--- src/source/pipelinePkg.sv ---
package pipelinePkg;

    // Width of the top word and of every bot word
    localparam int topWidth = 32;

    // Width of the bot index, so the index space holds 64 entries
    localparam int indexWidth = 6;

    typedef logic [topWidth-1:0] topT;

    // One bot word together with the index it was accepted under
    typedef struct packed {
        logic [topWidth-1:0]   word;
        logic [indexWidth-1:0] index;
    } botT;

    // The score counts shared set bits and needs to hold 0 to 32
    typedef struct packed {
        logic [indexWidth-1:0] score;
        logic [indexWidth-1:0] index;
    } resultT;

    // Controller states
    // A top waits in topWaiting until the shift history has drained
    typedef enum logic [1:0] {
        running,
        topWaiting,
        initializing
    } ctrlStateT;

endpackage
--- src/source/pipelineTop.sv ---
`timescale 1ns/1ps

module pipelineTop import pipelinePkg::*; #(
    parameter int outputIndexOffset = 8,
    parameter int outputLatency = 3
) (
    input  logic                clk,
    input  logic                rst,
    input  logic                startNewTop,
    input  topT                 topIn,
    input  logic                isBotInValid,
    input  logic [topWidth-1:0] botIn,
    input  logic                pipelineReady,
    output logic                readyForBotIn,
    output logic                resultValid,
    output resultT              result
);

    logic                  advance;
    logic                  botAccepted;
    logic                  loadTop;
    logic                  allBotsCleared;
    logic                  initDone;
    logic [indexWidth-1:0] botIndex;
    topT                   top;
    botT                   indexedBot;

    assign indexedBot = '{word: botIn, index: botIndex};

    topLoadController controller (
        .clk(clk),
        .rst(rst),
        .startNewTop(startNewTop),
        .topIn(topIn),
        .isBotInValid(isBotInValid),
        .pipelineReady(pipelineReady),
        .allBotsCleared(allBotsCleared),
        .initDone(initDone),
        .advance(advance),
        .readyForBotIn(readyForBotIn),
        .botAccepted(botAccepted),
        .loadTop(loadTop),
        .top(top)
    );

    // The index must keep stepping through initialization, when advance is held low
    botIndexCounter #(.outputIndexOffset(outputIndexOffset)) indexCounter (
        .clk(clk),
        .rst(rst),
        .advance(pipelineReady),
        .loadTop(loadTop),
        .botIndex(botIndex),
        .initDone(initDone)
    );

    botValidTracker #(
        .outputIndexOffset(outputIndexOffset),
        .outputLatency(outputLatency)
    ) validTracker (
        .clk(clk),
        .rst(rst),
        .advance(advance),
        .botAccepted(botAccepted),
        .resultValid(resultValid),
        .allBotsCleared(allBotsCleared)
    );

    scorePipeline #(
        .outputIndexOffset(outputIndexOffset),
        .outputLatency(outputLatency)
    ) scorer (
        .clk(clk),
        .rst(rst),
        .advance(advance),
        .botAccepted(botAccepted),
        .top(top),
        .bot(indexedBot),
        .result(result)
    );

endmodule

--- src/source/scorePipeline.sv ---
`timescale 1ns/1ps

module scorePipeline import pipelinePkg::*; #(
    parameter int outputIndexOffset = 8,
    parameter int outputLatency = 3
) (
    input  logic   clk,
    input  logic   rst,
    input  logic   advance,
    input  logic   botAccepted,
    input  topT    top,
    input  botT    bot,
    output resultT result
);

    localparam int shiftDepth = (1 << indexWidth) - outputIndexOffset;

    resultT entry;
    resultT shifted;

    // Number of bit positions set in both words
    function automatic logic [indexWidth-1:0] sharedBits(
        input topT                 a,
        input logic [topWidth-1:0] b
    );
        logic [indexWidth-1:0] count;
        count = '0;
        for (int i = 0; i < topWidth; i++) begin
            count = count + indexWidth'(a[i] & b[i]);
        end
        return count;
    endfunction

    // Empty slots carry zero so that idle history stays clean
    always_comb begin
        entry = '0;
        if (botAccepted) begin
            entry.score = sharedBits(top, bot.word);
            entry.index = bot.index;
        end
    end

    // Same depth and enable as the valid history in botValidTracker
    enabledShiftRegister #(.cycles(shiftDepth), .width($bits(resultT))) scoreHistory (
        .clk(clk),
        .rst(rst),
        .enable(advance),
        .dataIn(entry),
        .dataOut(shifted)
    );

    // Same latency as the valid delay, so data lines up with resultValid
    delayPipe #(.cycles(outputLatency), .width($bits(resultT))) scoreDelay (
        .clk(clk),
        .rst(rst),
        .dataIn(shifted),
        .dataOut(result)
    );

endmodule

--- src/source/topLoadController.sv ---
`timescale 1ns/1ps

module topLoadController import pipelinePkg::*; (
    input  logic                clk,
    input  logic                rst,
    input  logic                startNewTop,
    input  topT                 topIn,
    input  logic                isBotInValid,
    input  logic                pipelineReady,
    input  logic                allBotsCleared,
    input  logic                initDone,
    output logic                advance,
    output logic                readyForBotIn,
    output logic                botAccepted,
    output logic                loadTop,
    output topT                 top
);

    ctrlStateT state;
    topT       parkedTop;
    logic      parkTop;

    // The pipeline only moves when the consumer is ready and no
    // initialization window is open
    assign advance = pipelineReady && !rst && (state != initializing);
    assign readyForBotIn = advance && (state != topWaiting);
    assign botAccepted = isBotInValid && readyForBotIn;

    // A strobe that arrives while a top already waits is dropped
    assign parkTop = startNewTop && (state != topWaiting);

    // Swap once every bot in flight has left the shift history
    assign loadTop = (state == topWaiting) && allBotsCleared;

    always_ff @(posedge clk) begin
        if (parkTop) begin
            parkedTop <= topIn;
        end
    end

    always_ff @(posedge clk) begin
        if (rst) begin
            state <= running;
            top <= '0;
        end else begin
            case (state)
                running: begin
                    if (parkTop) begin
                        state <= topWaiting;
                    end
                end
                topWaiting: begin
                    if (loadTop) begin
                        top <= parkedTop;
                        state <= initializing;
                    end
                end
                initializing: begin
                    // A top requested during initialization restarts the swap
                    if (parkTop) begin
                        state <= topWaiting;
                    end else if (initDone) begin
                        state <= running;
                    end
                end
                default: state <= running;
            endcase
        end
    end

    // No bot may still be in flight while a new top initializes
    assert property (@(posedge clk) disable iff (rst)
        (state == initializing) |-> allBotsCleared)
        else $error("bots still in flight during initialization");

endmodule

--- src/source/botIndexCounter.sv ---
`timescale 1ns/1ps

module botIndexCounter import pipelinePkg::*; #(
    parameter int outputIndexOffset = 8
) (
    input  logic                  clk,
    input  logic                  rst,
    input  logic                  advance,
    input  logic                  loadTop,
    output logic [indexWidth-1:0] botIndex,
    output logic                  initDone
);

    // Initialization ends on the step that wraps the index back to zero
    assign initDone = advance && (botIndex == '1);

    // The index wraps freely over the whole index space
    always_ff @(posedge clk) begin
        if (rst) begin
            botIndex <= '0;
        end else if (loadTop) begin
            // Starting below zero leaves outputIndexOffset steps of initialization
            botIndex <= indexWidth'(-outputIndexOffset);
        end else if (advance) begin
            botIndex <= botIndex + 1'b1;
        end
    end

endmodule

--- src/source/botValidTracker.sv ---
`timescale 1ns/1ps

module botValidTracker import pipelinePkg::*; #(
    parameter int outputIndexOffset = 8,
    parameter int outputLatency = 3
) (
    input  logic clk,
    input  logic rst,
    input  logic advance,
    input  logic botAccepted,
    output logic resultValid,
    output logic allBotsCleared
);

    localparam int shiftDepth = (1 << indexWidth) - outputIndexOffset;

    logic [indexWidth-1:0] drainCount;
    logic [indexWidth-1:0] blankCount;
    logic                  blankDone;
    logic                  lastValid;
    logic                  prevAdvance;
    logic                  outputMark;

    assign allBotsCleared = drainCount == '0;
    assign blankDone = blankCount == '0;

    // The drain counter tracks how many advances the newest bot still needs
    // The blanking counter hides stale history right after reset
    always_ff @(posedge clk) begin
        if (rst) begin
            drainCount <= '0;
            blankCount <= indexWidth'(shiftDepth);
            prevAdvance <= 1'b0;
        end else begin
            prevAdvance <= advance;
            if (advance) begin
                if (botAccepted) begin
                    drainCount <= indexWidth'(shiftDepth);
                end else if (!allBotsCleared) begin
                    drainCount <= drainCount - 1'b1;
                end
                if (!blankDone) begin
                    blankCount <= blankCount - 1'b1;
                end
            end
        end
    end

    enabledShiftRegister #(.cycles(shiftDepth), .width(1)) validHistory (
        .clk(clk),
        .rst(rst),
        .enable(advance),
        .dataIn(botAccepted),
        .dataOut(lastValid)
    );

    // The last entry stays put during a stall, so only the cycle right after
    // an advance may mark it, which keeps every result a single pulse
    assign outputMark = lastValid & blankDone & prevAdvance;

    delayPipe #(.cycles(outputLatency), .width(1)) validDelay (
        .clk(clk),
        .rst(rst),
        .dataIn(outputMark),
        .dataOut(resultValid)
    );

    // A cleared drain counter means no bot is left at the end of the history
    assert property (@(posedge clk) disable iff (rst)
        allBotsCleared |-> !lastValid)
        else $error("valid history holds a bot while reported cleared");

endmodule

--- src/source/delayPipe.sv ---
`timescale 1ns/1ps

module delayPipe #(
    parameter int cycles = 3,
    parameter int width = 1
) (
    input  logic             clk,
    input  logic             rst,
    input  logic [width-1:0] dataIn,
    output logic [width-1:0] dataOut
);

    logic [width-1:0] stages [cycles];

    // Free running on purpose since stalls do not reach the output stage
    always_ff @(posedge clk) begin
        if (rst) begin
            for (int i = 0; i < cycles; i++) begin
                stages[i] <= '0;
            end
        end else begin
            stages[0] <= dataIn;
            for (int i = 1; i < cycles; i++) begin
                stages[i] <= stages[i-1];
            end
        end
    end

    assign dataOut = stages[cycles-1];

endmodule

--- src/source/enabledShiftRegister.sv ---
`timescale 1ns/1ps

module enabledShiftRegister #(
    parameter int cycles = 4,
    parameter int width = 1
) (
    input  logic             clk,
    input  logic             rst,
    input  logic             enable,
    input  logic [width-1:0] dataIn,
    output logic [width-1:0] dataOut
);

    logic [width-1:0] stages [cycles];

    // The whole chain moves by one place per enable and holds otherwise
    always_ff @(posedge clk) begin
        if (rst) begin
            for (int i = 0; i < cycles; i++) begin
                stages[i] <= '0;
            end
        end else if (enable) begin
            stages[0] <= dataIn;
            for (int i = 1; i < cycles; i++) begin
                stages[i] <= stages[i-1];
            end
        end
    end

    assign dataOut = stages[cycles-1];

    // Unknown input taken on an enable would surface here many advances later
    assert property (@(posedge clk) disable iff (rst) !$isunknown(dataOut))
        else $error("enabledShiftRegister output went unknown");

endmodule

--- config.mk ---
export PLATFORM = sky130hd
export DESIGN_NAME = pipelineTop
export DESIGN_NICKNAME = d
export VERILOG_FILES = /design/src/source/pipelinePkg.sv /design/src/source/pipelineTop.sv /design/src/source/scorePipeline.sv /design/src/source/topLoadController.sv /design/src/source/botIndexCounter.sv /design/src/source/botValidTracker.sv /design/src/source/delayPipe.sv /design/src/source/enabledShiftRegister.sv
export SDC_FILE = /design/constraint.sdc
export NUM_CORES = 1
export LEC_CHECK = 0
export ABC_AREA = 1
export BUFFER_PORTS_ARGS = -buffer_cell sky130_fd_sc_hd__buf_2
export CORE_UTILIZATION = 62
export CTS_CLUSTER_DIAMETER = 100
export DETAILED_ROUTE_END_ITERATION = 6
export PLACE_DENSITY = 0.81
export SYNTH_ARGS = -nofsm -noshare
export SYNTH_HDL_FRONTEND = slang
export SYNTH_SLANG_ARGS = --single-unit
--- constraint.sdc ---
create_clock -name clk -period 26.1 [get_ports clk]
set_input_delay 3.915 -clock clk [delete_from_list [all_inputs] [get_ports clk]]
set_output_delay 3.915 -clock clk [all_outputs]
set_load 0.005 [all_outputs]
==> results.py <==
metrics = {
    "setup_path": {
        "path_cells": "buf_8 -> inv_2 -> nand2_2 -> nor2_4 -> nand2_1 -> inv_1 -> buf_2",
        "cp-start-kind": "input port",
        "crit_path_end": "readyForBotIn",
        "path_max_fanout": 87,
        "startpoint": "rst",
        "crit_family": "buffers and inverters",
        "crit_type": "input port to output pin",
        "crit_cells": 7,
        "required_ns": 22.18,
        "cpPeakStageDelay_ns": 0.56,
        "cp_slowest_cell": "inv_2",
        "worst-path-buf-inv": 4,
        "crit-reg2reg-launch": "controller.top[31]",
        "worstSetupEndpointType": "output pin",
        "reg2reg_depth": 16,
        "rrSetupSlack_ns": 21.03,
        "arrival_ns": 5.46,
        "r2r_end": "scorer.scoreHistory.stages[0][10]",
    },
    "power_and_ir_drop": {
        "power.internal_uw": 2390,
        "peakVddDrop_v": 0.0000585,
        "switching_share_pct": 23.3,
        "power_frac_comb_pct": 8.6,
        "p_per_area_mw_per_mm2": 85.5,
        "clockPowerShare_pct": 37.9,
        "p_leak_uw": 0.0156,
        "p_sw_uw": 725,
        "pwr-share-seq_pct": 53.5,
    },
    "placed_design": {
        "hpwl_um": 25800,
        "place.gp.congestion": 0.798,
        "port_buffers": 82,
    },
    "drt": {
        "avgRoutedWirePerCell_um": 13.4,
        "num_vias": 17508,
        "avgViaCountPerCell": 4.79,
        "drt_iter0_markers": 1460,
        "wl_um": 49100,
        "drt-pass1-iter-count": 5,
        "route.detailed.drc": 0,
        "antenna_left": 0,
    },
    "clock_tree": {
        "ctsResizeCount": 0,
        "h-tree-depth": 3,
        "postCtsSetupRepairBufs": 0,
        "root_buffer": "clkbuf_16",
        "numCtsBuffers": 84,
        "cts.sinks": 852,
        "cts_hold_buf": 0,
        "clock_latency_ns": 0.62,
        "clk_path_buf_depth": 3,
        "cts.reportedPaths.clkPinSlew_ns": 0.06,
        "cts_tree": "done",
    },
    "cells_and_area": {
        "final_nets": 2997,
        "insertedDiodeCount": 0,
        "drive_gt1_share_pct": 7.66,
        "syn_to_final_growth_pct": 10.0,
        "final_util_pct": 69.3,
    },
    "timing": {
        "hold_slack_ns": 0.400,
        "post-route-period-util_pct": 35.9,
        "worst_slew_pin_slew_ns": 1.18,
        "skew_ns": 0.0165,
        "finalHoldViolations": 0,
        "maxSlewViolCount": 0,
        "finalSetupViolations": 0,
        "setup_tns_ns": 0,
        "relSlewSlack_pct": 21.0,
        "rsz0062_at_grt": "no",
        "fmax_ghz": 0.107,
        "period_needed_ns": 9.37,
    },
    "global_routing": {
        "grt_max_degree": 260,
        "track_usage_pct": 18.7,
        "grt_pass1_wl_um": 81500,
        "antenna_found_initial": 0,
        "grt-ovfl-total": 0,
        "grt_pass1_vias": 17592,
    },
    "floorplanning": {
        "io_pins": 83,
        "core_area_mm2": 0.0527,
        "die_w_um": 233,
        "fp.dieH_um": 233,
        "fp-row-count": 84,
        "start_util_pct": 63.0,
        "die_area_mm2": 0.0544,
    },
    "yosys": {
        "yosysWarnings": 0,
        "synth-seq-cells": 852,
        "synthArstFlopShare_pct": 0,
        "synth_cell_type_count": 28,
        "syn_area_mm2": 0.0332,
        "seq_area_frac_synth_pct": 74.4,
        "synth-edff-count": 760,
        "synth_fp_nets": 2929,
        "synth_commonest_cells": "nor2_1, inv_1, edfxtp_1, dfxtp_1, nand2_1",
        "netlist.area_leader.share_pct": 68.8,
        "yosysMostFrequentCell": "nor2_1",
        "avgSynthCellArea_um2": 11.7,
        "synth_ff_type": "edfxtp_1",
        "netlist_instances": 2825,
        "synth_area_leader_cell": "edfxtp_1",
        "synth.area.top_cells": "edfxtp_1, nor2_1, inv_1",
    },
    "hold_path": {
        "hp-class": "flip-flop to flip-flop",
    },
    "status": {
        "status": "complete, no violations",
    },
    "run": {
        "drv_cap": 0,
    },
}
## worst min-delay path: stages (launching register included)
cell     delay (ns)
dfxtp_1        0.29
inv_1          0.04
nor2_1         0.03
## final cells by class
class,instances,area [µm²]
fill,3311,16200
multi-input combinational,1045,4610
inverter,820,3090
tap,688,861
clock buffer,113,2390
timing repair buffer,90,531
sequential,852,24700
clock inverter,44,340
## per-stage QoR
step	setup slack (ns)	area [µm²]	total power, µW	cells
finish	16.73	36500	3120	3652
global route	16.61	36500	3240	3652
CTS	16.76	36500	3140	3652
detailed placement	16.58	33800	1960	3495
global placement	16.74	33800	1940	3495
floorplan	4.81	33200	1960	2825
## worst min path at each step
stage | startpoint | endpoint | slack [ns] | cells past startpoint
final | scorer.scoreDelay.stages[0][10] | scorer.scoreDelay.stages[0][22] | 0.40 | 2
after global routing | scorer.scoreDelay.stages[0][11] | scorer.scoreDelay.stages[0][23] | 0.42 | 2
after CTS | scorer.scoreDelay.stages[0][10] | scorer.scoreDelay.stages[0][22] | 0.40 | 2
after detailed placement | scorer.scoreDelay.stages[0][1] | scorer.scoreDelay.stages[0][13] | 0.39 | 2
after global placement | scorer.scoreDelay.stages[0][4] | scorer.scoreDelay.stages[0][16] | 0.39 | 2
after floorplan | scorer.scoreDelay.stages[0][0] | scorer.scoreDelay.stages[0][12] | 0.39 | 2
## layout by cell type (no fill, tap or decap), types with 2 or more instances in the layout
| cell type | instances |
|---|---|
| a21oi_1 | 20 |
| buf_12 | 4 |
| buf_2 | 81 |
| buf_4 | 4 |
| bufinv_16 | 4 |
| clkbuf_1 | 16 |
| clkbuf_16 | 88 |
| clkbuf_8 | 9 |
| clkinv_1 | 16 |
| clkinv_2 | 15 |
| clkinvlp_4 | 4 |
| dfxtp_1 | 92 |
| edfxtp_1 | 760 |
| fa_1 | 24 |
| ha_1 | 11 |
| inv_1 | 816 |
| inv_2 | 2 |
| inv_6 | 4 |
| nand2_1 | 69 |
| nand3_1 | 18 |
| nand3_2 | 2 |
| nand4_1 | 3 |
| nor2_1 | 842 |
| nor2_2 | 2 |
| nor2_4 | 2 |
| o211ai_1 | 3 |
| o21ai_0 | 32 |
| o21ai_1 | 4 |
| xor2_1 | 8 |
## metal layers
metal  wire, µm  GRT usage (%)  part of all wire [%]  up-vias
li1           -              -                     -     8655
met5          0              0                     0        -
met3       1950           3.22                   4.0       90
met4       1180           6.74                   2.4        0
met1      19900           22.8                    41     8450
met2      26000           33.6                    53      313
## state kept, by name, indices dropped and copies added (netlist names)
name,cells
validTracker.blankCount,6
controller.state,2
controller.parkedTop,32
scorer.scoreHistory.stages,672
validTracker.prevAdvance,1
validTracker.drainCount,6
controller.top,32
scorer.scoreDelay.stages,36
validTracker.validHistory.stages,56
indexCounter.botIndex,6
validTracker.validDelay.stages,3
## kinds of logic (layout without fill, tap and decap cells)
logic type | after synthesis | after routing | share of synthesized area [%]
compound gates | 59 | 59 | 0.913
buf+inv | 928 | 1067 | 11.7
simple gates | 943 | 943 | 10.9
fa+ha+maj | 35 | 35 | 1.86
flops | 852 | 852 | 74.4
xor+xnor | 8 | 8 | 0.211
## power groups by stage
stage	Sequential, µW	Clock (µW)	Combinational, µW
2_1_floorplan	1740	0	215
3_3_place_gp	1690	0	252
3_5_place_dp	1690	0	267
4_1_cts	1670	1200	272
5_1_grt	1680	1250	312
6_report	1670	1180	268
Note: power is estimated with default switching activity, not from simulation.
